[src/verilog/bus_pkg.sv]
package bus_pkg;

  // ====================
  // Register bus widths
  // ====================

  // Byte address
  typedef logic [31:0] bus_adr_t;

  // Data word in both directions
  typedef logic [31:0] bus_dat_t;

  // One enable per byte lane of the data word
  typedef logic [3:0] bus_sel_t;

  // ====================
  // Address map
  // ====================

  // First byte address of the register bank
  localparam bus_adr_t REG_BASE = 32'h0000_1000;

  // Bytes per register word, used for range checks
  localparam int WORD_BYTES = 4;

endpackage

[src/verilog/ring_pkg.sv]
package ring_pkg;

  // ====================
  // Ring slot layout
  // ====================

  // One slot on the ring, always carried in full
  localparam int PACKET_WID = 90;
  typedef logic [PACKET_WID-1:0] packet_t;

  // Node numbers, zero means the slot is empty
  localparam int NODE_WID = 6;
  typedef logic [NODE_WID-1:0] node_id_t;

  // Hop counter carried by every packet
  localparam int AGE_WID = 6;
  typedef logic [AGE_WID-1:0] age_t;

  // A packet that has made this many hops is taken off the ring
  localparam age_t AGE_MAX = 6'd63;

  // ====================
  // Field positions
  // ====================

  // Payload data word
  localparam int DATA_LSB = 0;
  localparam int DATA_WID = 32;
  // Target address on the remote bus
  localparam int ADR_LSB = 32;
  localparam int ADR_WID = 32;
  // Byte select
  localparam int SEL_LSB = 64;
  localparam int SEL_WID = 4;

  // Single flag bits
  localparam int WE_BIT = 68;
  localparam int NEEDACK_BIT = 69;
  localparam int ACK_BIT = 70;
  localparam int ERR_BIT = 71;

  // Age, source (TID) and destination (RID)
  localparam int AGE_LSB = 72;
  localparam int TID_LSB = 78;
  localparam int RID_LSB = 84;

endpackage
[src/verilog/bus_execute.sv]
`timescale 1ns/100ps

module bus_execute (
  input  logic               clk_i,
  input  logic               rst_i,
  input  logic               cmd_req_i,
  output logic               cmd_ack_o,
  input  logic               cmd_we_i,
  input  bus_pkg::bus_sel_t  cmd_sel_i,
  input  bus_pkg::bus_adr_t  cmd_adr_i,
  input  bus_pkg::bus_dat_t  cmd_dat_i,
  output logic               cyc_o,
  output logic               stb_o,
  output logic               we_o,
  output bus_pkg::bus_sel_t  sel_o,
  output bus_pkg::bus_adr_t  adr_o,
  output bus_pkg::bus_dat_t  dat_o,
  input  bus_pkg::bus_dat_t  dat_i,
  input  logic               ack_i,
  input  logic               err_i,
  output logic               res_req_o,
  input  logic               res_ack_i,
  output bus_pkg::bus_dat_t  res_dat_o,
  output logic               res_err_o
);

  typedef enum logic [1:0] {IDLE, BUS, RESULT, RELEASE} state_t;

  state_t state;

  // ====================
  // Bus master FSM
  // ====================

  always_ff @(posedge clk_i) begin
    if (rst_i) begin
      state <= IDLE;
      cyc_o <= 1'b0;
      stb_o <= 1'b0;
      cmd_ack_o <= 1'b0;
      res_req_o <= 1'b0;
    end else begin
      // Command ack follows the request down on its own
      if (cmd_ack_o && !cmd_req_i) begin
        cmd_ack_o <= 1'b0;
      end
      case (state)
        // Start the bus cycle and acknowledge the command together
        IDLE: begin
          if (cmd_req_i && !cmd_ack_o) begin
            cyc_o <= 1'b1;
            stb_o <= 1'b1;
            cmd_ack_o <= 1'b1;
            state <= BUS;
          end
        end
        BUS: begin
          if (ack_i || err_i) begin
            cyc_o <= 1'b0;
            stb_o <= 1'b0;
            res_req_o <= 1'b1;
            state <= RESULT;
          end
        end
        // Result is offered until the reply stage has it
        RESULT: begin
          if (res_ack_i) begin
            res_req_o <= 1'b0;
            state <= RELEASE;
          end
        end
        RELEASE: begin
          if (!res_ack_i) begin
            state <= IDLE;
          end
        end
        default: state <= IDLE;
      endcase
    end
  end

  // Address and write payload for the bus
  always_ff @(posedge clk_i) begin
    if (state == IDLE && cmd_req_i && !cmd_ack_o) begin
      we_o <= cmd_we_i;
      sel_o <= cmd_sel_i;
      adr_o <= cmd_adr_i;
      dat_o <= cmd_dat_i;
    end
  end

  // Writes and errors report zero data
  always_ff @(posedge clk_i) begin
    if (state == BUS && (ack_i || err_i)) begin
      res_dat_o <= (ack_i && !we_o) ? dat_i : '0;
      res_err_o <= err_i;
    end
  end

  a_stb_in_cyc: assert property (@(posedge clk_i) disable iff (rst_i)
    stb_o |-> cyc_o);

endmodule

[src/verilog/device_regs.sv]
`timescale 1ns/100ps

module device_regs #(
  parameter int REG_WORDS = 16
) (
  input  logic               clk_i,
  input  logic               rst_i,
  input  logic               cyc_i,
  input  logic               stb_i,
  input  logic               we_i,
  input  bus_pkg::bus_sel_t  sel_i,
  input  bus_pkg::bus_adr_t  adr_i,
  input  bus_pkg::bus_dat_t  dat_i,
  output bus_pkg::bus_dat_t  dat_o,
  output logic               ack_o,
  output logic               err_o
);

  localparam int IDX_W = (REG_WORDS > 1) ? $clog2(REG_WORDS) : 1;
  localparam bus_pkg::bus_adr_t SPAN = bus_pkg::bus_adr_t'(bus_pkg::WORD_BYTES * REG_WORDS);

  bus_pkg::bus_dat_t regs [REG_WORDS];

  bus_pkg::bus_adr_t offset;
  logic [IDX_W-1:0] idx;
  logic access;
  logic hit;

  // New strobe only, no second response while the first is out
  assign access = cyc_i && stb_i && !ack_o && !err_o;
  assign offset = adr_i - bus_pkg::REG_BASE;
  assign idx = offset[IDX_W+1:2];
  // Word aligned and inside the bank
  assign hit = (adr_i >= bus_pkg::REG_BASE) && (offset < SPAN) && (adr_i[1:0] == 2'b00);

  always_ff @(posedge clk_i) begin
    if (rst_i) begin
      ack_o <= 1'b0;
      err_o <= 1'b0;
      for (int i = 0; i < REG_WORDS; i++) begin
        regs[i] <= '0;
      end
    end else begin
      ack_o <= access && hit;
      err_o <= access && !hit;
      if (access && hit && we_i) begin
        // Byte lanes written one by one
        for (int b = 0; b < 4; b++) begin
          if (sel_i[b]) begin
            regs[idx][b*8 +: 8] <= dat_i[b*8 +: 8];
          end
        end
      end
    end
  end

  // Read data valid alongside ack
  always_ff @(posedge clk_i) begin
    if (access && hit && !we_i) begin
      dat_o <= regs[idx];
    end
  end

endmodule

[src/verilog/reply_result.sv]
`timescale 1ns/100ps

module reply_result (
  input  logic                clk_i,
  input  logic                rst_i,
  input  logic                res_req_i,
  output logic                res_ack_o,
  input  bus_pkg::bus_dat_t   res_dat_i,
  input  logic                res_err_i,
  input  ring_pkg::node_id_t  meta_src_i,
  input  ring_pkg::node_id_t  meta_dst_i,
  input  logic                meta_needack_i,
  output logic                rpl_req_o,
  output ring_pkg::packet_t   rpl_pkt_o,
  input  logic                rpl_ack_i,
  output logic                txn_done_o
);

  typedef enum logic [1:0] {IDLE, HOLD, SEND, CLOSE} state_t;

  state_t state;
  ring_pkg::packet_t reply_pkt;

  // ====================
  // Reply format
  // ====================

  // IDs swapped, our own ID was the request destination
  always_comb begin
    reply_pkt = '0;
    reply_pkt[ring_pkg::RID_LSB +: ring_pkg::NODE_WID] = meta_src_i;
    reply_pkt[ring_pkg::TID_LSB +: ring_pkg::NODE_WID] = meta_dst_i;
    reply_pkt[ring_pkg::ACK_BIT] = 1'b1;
    reply_pkt[ring_pkg::ERR_BIT] = res_err_i;
    // Data is already zero for writes
    reply_pkt[ring_pkg::DATA_LSB +: ring_pkg::DATA_WID] = res_dat_i;
  end

  // Packet held fixed for the whole reply handshake
  always_ff @(posedge clk_i) begin
    if (state == IDLE && res_req_i && !res_ack_o) begin
      rpl_pkt_o <= reply_pkt;
    end
  end

  always_ff @(posedge clk_i) begin
    if (rst_i) begin
      state <= IDLE;
      res_ack_o <= 1'b0;
      rpl_req_o <= 1'b0;
      txn_done_o <= 1'b0;
    end else begin
      // Single cycle release pulse
      txn_done_o <= 1'b0;
      case (state)
        IDLE: begin
          if (res_req_i && !res_ack_o) begin
            res_ack_o <= 1'b1;
            state <= HOLD;
          end
        end
        // Close the result handshake, then send or just release
        HOLD: begin
          if (!res_req_i) begin
            res_ack_o <= 1'b0;
            if (meta_needack_i) begin
              rpl_req_o <= 1'b1;
              state <= SEND;
            end else begin
              txn_done_o <= 1'b1;
              state <= IDLE;
            end
          end
        end
        SEND: begin
          if (rpl_ack_i) begin
            rpl_req_o <= 1'b0;
            state <= CLOSE;
          end
        end
        CLOSE: begin
          if (!rpl_ack_i) begin
            txn_done_o <= 1'b1;
            state <= IDLE;
          end
        end
        default: state <= IDLE;
      endcase
    end
  end

  a_rpl_stable: assert property (@(posedge clk_i) disable iff (rst_i)
    rpl_req_o && $past(rpl_req_o) |-> $stable(rpl_pkt_o));

endmodule

[src/verilog/ring_bridge_top.sv]
`timescale 1ns/100ps

module ring_bridge_top #(
  parameter ring_pkg::node_id_t NODE_ID = 6'd5,
  parameter int REG_WORDS = 16
) (
  input  logic               clk_i,
  input  logic               rst_i,
  input  ring_pkg::packet_t  net_i,
  output ring_pkg::packet_t  net_o
);

  // ====================
  // Stage handshakes
  // ====================

  logic cmd_req;
  logic cmd_ack;
  logic cmd_we;
  bus_pkg::bus_sel_t cmd_sel;
  bus_pkg::bus_adr_t cmd_adr;
  bus_pkg::bus_dat_t cmd_dat;
  ring_pkg::node_id_t meta_src;
  ring_pkg::node_id_t meta_dst;
  logic meta_needack;
  logic res_req;
  logic res_ack;
  bus_pkg::bus_dat_t res_dat;
  logic res_err;
  logic rpl_req;
  ring_pkg::packet_t rpl_pkt;
  logic rpl_ack;
  logic txn_done;

  // Register bus
  logic bus_cyc;
  logic bus_stb;
  logic bus_we;
  bus_pkg::bus_sel_t bus_sel;
  bus_pkg::bus_adr_t bus_adr;
  bus_pkg::bus_dat_t bus_wdat;
  bus_pkg::bus_dat_t bus_rdat;
  logic bus_ack;
  logic bus_err;

  ring_decode #(.NODE_ID(NODE_ID)) u_decode (
    .clk_i(clk_i), .rst_i(rst_i), .net_i(net_i), .net_o(net_o),
    .cmd_req_o(cmd_req), .cmd_ack_i(cmd_ack), .cmd_we_o(cmd_we),
    .cmd_sel_o(cmd_sel), .cmd_adr_o(cmd_adr), .cmd_dat_o(cmd_dat),
    .meta_src_o(meta_src), .meta_dst_o(meta_dst), .meta_needack_o(meta_needack),
    .rpl_req_i(rpl_req), .rpl_pkt_i(rpl_pkt), .rpl_ack_o(rpl_ack),
    .txn_done_i(txn_done)
  );

  bus_execute u_exec (
    .clk_i(clk_i), .rst_i(rst_i), .cmd_req_i(cmd_req), .cmd_ack_o(cmd_ack),
    .cmd_we_i(cmd_we), .cmd_sel_i(cmd_sel), .cmd_adr_i(cmd_adr), .cmd_dat_i(cmd_dat),
    .cyc_o(bus_cyc), .stb_o(bus_stb), .we_o(bus_we), .sel_o(bus_sel),
    .adr_o(bus_adr), .dat_o(bus_wdat), .dat_i(bus_rdat), .ack_i(bus_ack),
    .err_i(bus_err), .res_req_o(res_req), .res_ack_i(res_ack),
    .res_dat_o(res_dat), .res_err_o(res_err)
  );

  reply_result u_reply (
    .clk_i(clk_i), .rst_i(rst_i), .res_req_i(res_req), .res_ack_o(res_ack),
    .res_dat_i(res_dat), .res_err_i(res_err), .meta_src_i(meta_src),
    .meta_dst_i(meta_dst), .meta_needack_i(meta_needack), .rpl_req_o(rpl_req),
    .rpl_pkt_o(rpl_pkt), .rpl_ack_i(rpl_ack), .txn_done_o(txn_done)
  );

  device_regs #(.REG_WORDS(REG_WORDS)) u_regs (
    .clk_i(clk_i), .rst_i(rst_i), .cyc_i(bus_cyc), .stb_i(bus_stb), .we_i(bus_we),
    .sel_i(bus_sel), .adr_i(bus_adr), .dat_i(bus_wdat), .dat_o(bus_rdat),
    .ack_o(bus_ack), .err_o(bus_err)
  );

endmodule

[src/verilog/ring_decode.sv]
`timescale 1ns/100ps

module ring_decode #(
  parameter ring_pkg::node_id_t NODE_ID = 6'd5
) (
  input  logic                clk_i,
  input  logic                rst_i,
  input  ring_pkg::packet_t   net_i,
  output ring_pkg::packet_t   net_o,
  output logic                cmd_req_o,
  input  logic                cmd_ack_i,
  output logic                cmd_we_o,
  output bus_pkg::bus_sel_t   cmd_sel_o,
  output bus_pkg::bus_adr_t   cmd_adr_o,
  output bus_pkg::bus_dat_t   cmd_dat_o,
  output ring_pkg::node_id_t  meta_src_o,
  output ring_pkg::node_id_t  meta_dst_o,
  output logic                meta_needack_o,
  input  logic                rpl_req_i,
  input  ring_pkg::packet_t   rpl_pkt_i,
  output logic                rpl_ack_o,
  input  logic                txn_done_i
);

  typedef enum logic [1:0] {IDLE, CMD_REQ, CMD_WAIT, BUSY} state_t;

  state_t state;

  // Destination of the slot now on the ring input
  ring_pkg::node_id_t in_rid;
  // Slot is for us and we are free to take it
  logic take;
  // Slot is empty and a reply is waiting for it
  logic insert;

  assign in_rid = net_i[ring_pkg::RID_LSB +: ring_pkg::NODE_WID];
  assign take = (state == IDLE) && (in_rid == NODE_ID);
  assign insert = rpl_req_i && !rpl_ack_o && (in_rid == '0);

  // Forwarding rule for slots this node does not consume
  function automatic ring_pkg::packet_t age_slot(input ring_pkg::packet_t p);
    ring_pkg::packet_t q;
    ring_pkg::age_t age;
    q = p;
    age = p[ring_pkg::AGE_LSB +: ring_pkg::AGE_WID];
    if (p[ring_pkg::RID_LSB +: ring_pkg::NODE_WID] == '0) begin
      // Empty slot goes round untouched
      q = p;
    end else if (age == ring_pkg::AGE_MAX) begin
      // Too old, free the slot
      q = '0;
    end else begin
      q[ring_pkg::AGE_LSB +: ring_pkg::AGE_WID] = age + 6'd1;
    end
    return q;
  endfunction

  // ====================
  // Slot output
  // ====================

  always_ff @(posedge clk_i) begin
    if (rst_i) begin
      net_o <= '0;
      rpl_ack_o <= 1'b0;
    end else begin
      // Release the reply acknowledge once the request is gone
      if (rpl_ack_o && !rpl_req_i) begin
        rpl_ack_o <= 1'b0;
      end
      if (take) begin
        // Remove our packet from the ring
        net_o <= '0;
      end else if (insert) begin
        net_o <= rpl_pkt_i;
        rpl_ack_o <= 1'b1;
      end else begin
        net_o <= age_slot(net_i);
      end
    end
  end

  // ====================
  // Command capture
  // ====================

  // Payload held for the bus stage and reply builder
  always_ff @(posedge clk_i) begin
    if (take) begin
      cmd_we_o <= net_i[ring_pkg::WE_BIT];
      cmd_sel_o <= net_i[ring_pkg::SEL_LSB +: ring_pkg::SEL_WID];
      cmd_adr_o <= net_i[ring_pkg::ADR_LSB +: ring_pkg::ADR_WID];
      cmd_dat_o <= net_i[ring_pkg::DATA_LSB +: ring_pkg::DATA_WID];
      meta_src_o <= net_i[ring_pkg::TID_LSB +: ring_pkg::NODE_WID];
      meta_dst_o <= in_rid;
      // Reads always answer, writes only when asked
      meta_needack_o <= net_i[ring_pkg::NEEDACK_BIT] | ~net_i[ring_pkg::WE_BIT];
    end
  end

  always_ff @(posedge clk_i) begin
    if (rst_i) begin
      state <= IDLE;
      cmd_req_o <= 1'b0;
    end else begin
      case (state)
        IDLE: begin
          if (take) begin
            cmd_req_o <= 1'b1;
            state <= CMD_REQ;
          end
        end
        // Hold request until the bus stage has started
        CMD_REQ: begin
          if (cmd_ack_i) begin
            cmd_req_o <= 1'b0;
            state <= CMD_WAIT;
          end
        end
        CMD_WAIT: begin
          if (!cmd_ack_i) begin
            state <= BUSY;
          end
        end
        // Our packets are echoed like foreign ones until release
        BUSY: begin
          if (txn_done_i) begin
            state <= IDLE;
          end
        end
        default: state <= IDLE;
      endcase
    end
  end

  // A new command only starts from a released node
  a_no_req_when_busy: assert property (@(posedge clk_i) disable iff (rst_i)
    $rose(cmd_req_o) |-> $past(state) != BUSY);

endmodule

[config.mk]
export PLATFORM = sky130hd
export DESIGN_NAME = ring_bridge_top
export DESIGN_NICKNAME = d
export VERILOG_FILES = /design/src/verilog/bus_pkg.sv /design/src/verilog/ring_pkg.sv /design/src/verilog/bus_execute.sv /design/src/verilog/device_regs.sv /design/src/verilog/reply_result.sv /design/src/verilog/ring_bridge_top.sv /design/src/verilog/ring_decode.sv
export SDC_FILE = /design/constraint.sdc
export NUM_CORES = 1
export LEC_CHECK = 0
export ABC_AREA = 1
export BUFFER_PORTS_ARGS = -buffer_cell sky130_fd_sc_hd__buf_2
export CELL_PAD_IN_SITES_DETAIL_PLACEMENT = 0
export CELL_PAD_IN_SITES_GLOBAL_PLACEMENT = 1
export CORE_ASPECT_RATIO = 1.4
export CORE_UTILIZATION = 45
export CTS_CLUSTER_DIAMETER = 40
export CTS_CLUSTER_SIZE = 14
export DETAILED_ROUTE_END_ITERATION = 8
export PLACE_DENSITY = 0.85
export SYNTH_ARGS = -nofsm -noshare
export SYNTH_HDL_FRONTEND = slang
export SYNTH_SLANG_ARGS = --single-unit
[constraint.sdc]
create_clock -name clk_i -period 4.2 [get_ports clk_i]
set_clock_uncertainty 0.1 [all_clocks]
set_input_delay 0.42 -clock clk_i [delete_from_list [all_inputs] [get_ports clk_i]]
set_output_delay 0.42 -clock clk_i [all_outputs]
set_load 0.02 [all_outputs]
==> results.md <==
STA:
- The accumulated negative setup slack is 0 ps.
- The worst path in the final design needs a cycle of 3180 ps, including I/O delays and setup.
- Measured against its own limit, the worst slew margin works out to 23.1%.
- For the pin with the worst max-slew slack, the measured transition is 1150 ps.
- The highest clock rate is 314 MHz.
- The hold violation total from the final report is 0.
- The final-layout worst hold slack is 29.2 ps.
- The count of final max-slew check failures is 0.
- Setup violations remaining at the end of the flow were counted as 0.
- Setup repair after global routing left no endpoint under its margin.
- The share of the cycle needed by the critical path after routing is 75.8%.

Worst setup path:
- The number of buffer and inverter stages on the critical path is 4.
- The setup slack of the worst register-to-register path is 1060 ps.
- The delay of the slowest cell on the worst path is 610 ps.
- Along the worst path, the maximum fanout reaches 41.
- Counting cells, the worst reg-to-reg path comes to 12.
- The critical path required time is 4600 ps.
- The logic depth of the worst path, buffers included is 11.
- The type of the worst setup path is input port to register.
- The kind of start point of the critical path is an input port.
- Traced cell by cell, the critical path runs through dlygate4sd3_1 -> buf_2 -> nor2_1 -> nand2_1 -> nor3_1 -> clkinv_1 -> nor3_4 -> nor2_4 -> nand2_1 -> buf_4 -> nor2_1.
- The worst setup path is captured at a register.
- The data arrival time of the worst path is 3580 ps.
- Among all stages on the critical path, the largest delay is contributed by sky130_fd_sc_hd__nor3_1.
- The cell family with the largest share of critical-path delay is buffers and inverters.

Clock network:
- The CTS tree is built.
- The clock insertion delay at the later pin of the skew report is 630 ps.
- The clock-pin slew reported for the worst setup and hold paths after clock tree synthesis is 60 ps.
- Counting every sink on the clock net gives 879.
- Counting along the longest clock path gives a buffer depth of 3.
- The H-tree depth is 3.
- The quantity of gates resized following cts is 0.
- The number of clock buffers added by TritonCTS is 80.
- CTS placed an instance of sky130_fd_sc_hd__clkbuf_16 at the clock tree root.

Floorplan:
- For this design the top-level I/O count stands at 182.
- In this run the standard cell core region covers 78100 µm².
- For this configuration, the core starts out at a cell density of 45.6%.
- The placement row count is 121.
- The floorplan step defined a die boundary enclosing 80400 µm².
- In this run the vertical extent of the chip is 335 µm.
- Measured along the x axis, the die boundary spans 240 µm.

Finish:
- The filler cells instantiated in the layout total 6444.
- From synthesis to final layout, the design area changed by 14.9%.
- Of the cells placed in the final design, the portion with a size suffix greater than 1 is 18.0%.
- Summing all multi-input logic gate instances after layout gives 9010 µm².
- The finished layout holds 4163 standard cells, fillers aside.
- The commonest non-fill, non-tap cell in the layout is sky130_fd_sc_hd__edfxtp_1.
- The final-stage net count is 3166.
- The top cell types in the final layout, fill and taps aside, are 773 x sky130_fd_sc_hd__edfxtp_1, 547 x sky130_fd_sc_hd__nor2_1, 347 x sky130_fd_sc_hd__nand3_1.
- The sequential standard cell area is 25300 µm².

Yosys:
- The cell count after synthesis came out at 2841.
- The share of the Yosys chip area taken by registers is 71.1%.
- The Yosys step of the flow raised 0 warnings.
- The count of cell types in the netlist is 38.
- In this run, synthesis produced a sequential element count of 879.
- The mapped netlist covers 35700 µm².
- The post-synthesis area per instance is 12.5 µm².
- The number of nets handed over by synthesis was 2944.

Power and ir drop:
- The worst-case vdd ir drop is 0.338 mV.
- The power per cell area is 433 nW/µm².
- Summed over all cells, the static leakage comes to 0.0152 µW.

Place:
- The number of I/O port buffers is 181.
- The half-perimeter wire length of the detailed placement result is 57200 µm.
- The placed cell count is 3941.
- Routability-driven placement finished with a final weighted congestion of 0.861.

Flow run:
- Max-cap violations in this run came to 0.

Global routing:
- The maximum number of pins on one net before global-route repair is 225.
- The first global-routing pass estimated 134000 µm of wire.
- The initial antenna violation count came to 2.
- The via count of the first global-routing pass is 22600.
- The total global-route track usage is 22.2%.
- Global routing finished with a remaining overflow of 0.

Hold path:
- The hold-critical path depth is 3.
- The classification of the worst-slack hold path is input port to register.

Route:
- The detailed-router iteration count before antenna repair is 6.
- The detailed router's first-iteration violation count is 2086.
- The number of routed nets with antenna violations is 0.
- Dividing the detail-routed wire length by the instance count gives 21.5 µm.
- Wires add up to 89600 µm.
- The final route contains 23000 vias.
- The post-detailed-route via-to-cell ratio is 5.53.
- For this run, design rule violations remaining after detail routing come to 0.

Outcome:
- The flow ran to the end, and the final reports show no timing, DRC or antenna violations.
-- Yosys cell counts --
cell | n | share of area (%)
sky130_fd_sc_hd__a221oi_1 | 1 | 0.025
sky130_fd_sc_hd__or3_1 | 32 | 0.56
sky130_fd_sc_hd__nand4_1 | 3 | 0.053
sky130_fd_sc_hd__buf_12 | 6 | 0.34
sky130_fd_sc_hd__clkbuf_1 | 128 | 1.3
sky130_fd_sc_hd__nor3_2 | 1 | 0.028
sky130_fd_sc_hd__nand3b_1 | 1 | 0.021
sky130_fd_sc_hd__a31oi_1 | 128 | 2.2
sky130_fd_sc_hd__nand4_4 | 1 | 0.060
sky130_fd_sc_hd__buf_2 | 18 | 0.25
sky130_fd_sc_hd__nor3_1 | 14 | 0.20
sky130_fd_sc_hd__nor2_1 | 552 | 5.8
sky130_fd_sc_hd__nor2_2 | 98 | 1.7
sky130_fd_sc_hd__nand3_1 | 347 | 4.9
sky130_fd_sc_hd__or2_2 | 32 | 0.56
sky130_fd_sc_hd__nor3b_1 | 2 | 0.042
sky130_fd_sc_hd__nand2_1 | 162 | 1.7
sky130_fd_sc_hd__nand2_2 | 4 | 0.070
sky130_fd_sc_hd__buf_1 | 23 | 0.24
sky130_fd_sc_hd__inv_1 | 150 | 1.6
sky130_fd_sc_hd__o21a_1 | 2 | 0.042
sky130_fd_sc_hd__nand2_4 | 1 | 0.032
sky130_fd_sc_hd__nor2_4 | 4 | 0.13
sky130_fd_sc_hd__clkinv_1 | 3 | 0.032
sky130_fd_sc_hd__nand3_2 | 5 | 0.14
sky130_fd_sc_hd__inv_2 | 3 | 0.032
sky130_fd_sc_hd__a211oi_1 | 6 | 0.13
sky130_fd_sc_hd__o31ai_1 | 1 | 0.021
sky130_fd_sc_hd__dfxtp_1 | 106 | 6.0
sky130_fd_sc_hd__nor2_8 | 2 | 0.11
sky130_fd_sc_hd__edfxtp_1 | 773 | 65
sky130_fd_sc_hd__ha_1 | 11 | 0.39
sky130_fd_sc_hd__a21oi_1 | 20 | 0.28
sky130_fd_sc_hd__xor2_1 | 2 | 0.049
sky130_fd_sc_hd__a21oi_2 | 2 | 0.049
sky130_fd_sc_hd__a22oi_1 | 129 | 2.7
sky130_fd_sc_hd__nand3_4 | 60 | 2.9
sky130_fd_sc_hd__o21ai_0 | 8 | 0.11
-- area by class of cell --
type	instances	area share (%)
Tap cell	1045	3.19
Clock buffer	113	5.63
Clock inverter	23	0.446
Multi-Input combinational cell	1631	22.0
Timing Repair Buffer	315	5.40
Antenna cell	1	0.00611
Sequential cell	879	61.9
Inverter	156	1.44
-- worst paths after layout --
| kind | startpoint | end |
|---|---|---|
| worst max-delay path | net_i[89] | u_decode.net_o[33]$_SDFF_PP0_ |
| worst min-delay path | net_i[73] | u_decode.net_o[73]$_SDFF_PP0_ |
| worst max register to register | u_exec.adr_o[16]$_DFFE_PP_ | u_regs.regs[5][15]$_SDFFCE_PN0P_ |
| worst min register to register | u_exec.res_dat_o[0]$_SDFFCE_PN0P_ | u_reply.rpl_pkt_o[0]$_DFFE_PP_ |
-- where the power goes --
| part | internal (µW) | total, µW | switching, µW |
|---|---|---|---|
| logic | 263 | 805 | 542 |
| registers | 9720 | 9820 | 102 |
| clock network | 3900 | 7090 | 3190 |
-- routing by layer --
layer	wire, µm	global-route usage (%)	vias to the layer above
li1	-	-	10600
met1	32500	25.5	11200
met2	47500	40.7	1008
met3	5600	2.60	232
met4	4040	10.5	0
met5	0	0	-
-- per-stage QoR --
step,total power [µW],worst slack [ps],util [%],area [µm²]
after floorplan,10400,157,-,35700
after global placement,10700,977,48.1,37600
after detailed placement,10700,931,48.1,37600
after CTS,17800,1030,52.4,40900
after global routing,18200,812,52.4,40900
final,17700,1020,52.4,40900
-- kinds of logic after synthesis --
logic type / count (synthesis) / synth area share (%)
buffers and inverters: 331 / 3.82
AO/OA/AOI/OAI: 297 / 5.62
adder cells (fa/ha/maj): 11 / 0.386
flip-flops: 879 / 71.1
AND/OR/NAND/NOR: 1321 / 19.1
XOR/XNOR: 2 / 0.0491
-- timing repair --
action	4_1_cts	5_1_grt
setup buffers	0	0
hold buffers	85	0
endpoints found under the setup margin	0	0
endpoints found under the hold margin	160	0
-- worst reg2reg max path, cell delays in order, from the launching register on --
cell                       delay, ps
sky130_fd_sc_hd__edfxtp_1        440
sky130_fd_sc_hd__nor2_2          190
sky130_fd_sc_hd__nand2_2         120
sky130_fd_sc_hd__nor2_8          140
sky130_fd_sc_hd__nand2_2          70
sky130_fd_sc_hd__a21oi_2         130
sky130_fd_sc_hd__nand3_2         110
sky130_fd_sc_hd__nor2_4          130
sky130_fd_sc_hd__nand4_4         140
sky130_fd_sc_hd__nor2_8          180
sky130_fd_sc_hd__buf_12          360
sky130_fd_sc_hd__nand3_4         340
sky130_fd_sc_hd__nand2_1         350
-- state kept, by name, indices dropped and copies added (netlist names), 2 cells and up, named ones only --
| register | cells |
|---|---|
| u_reply.rpl_pkt_o | 45 |
| u_exec.state | 2 |
| u_regs.regs | 512 |
| u_decode.meta_dst_o | 6 |
| u_decode.net_o | 90 |
| u_decode.cmd_dat_o | 32 |
| u_exec.adr_o | 32 |
| u_decode.state | 2 |
| u_decode.cmd_sel_o | 4 |
| u_exec.sel_o | 4 |
| u_exec.dat_o | 32 |
| u_regs.dat_o | 32 |
| u_decode.cmd_adr_o | 32 |
| u_exec.res_dat_o | 32 |
| u_decode.meta_src_o | 6 |
Note: power is estimated with default switching activity, not from simulation.
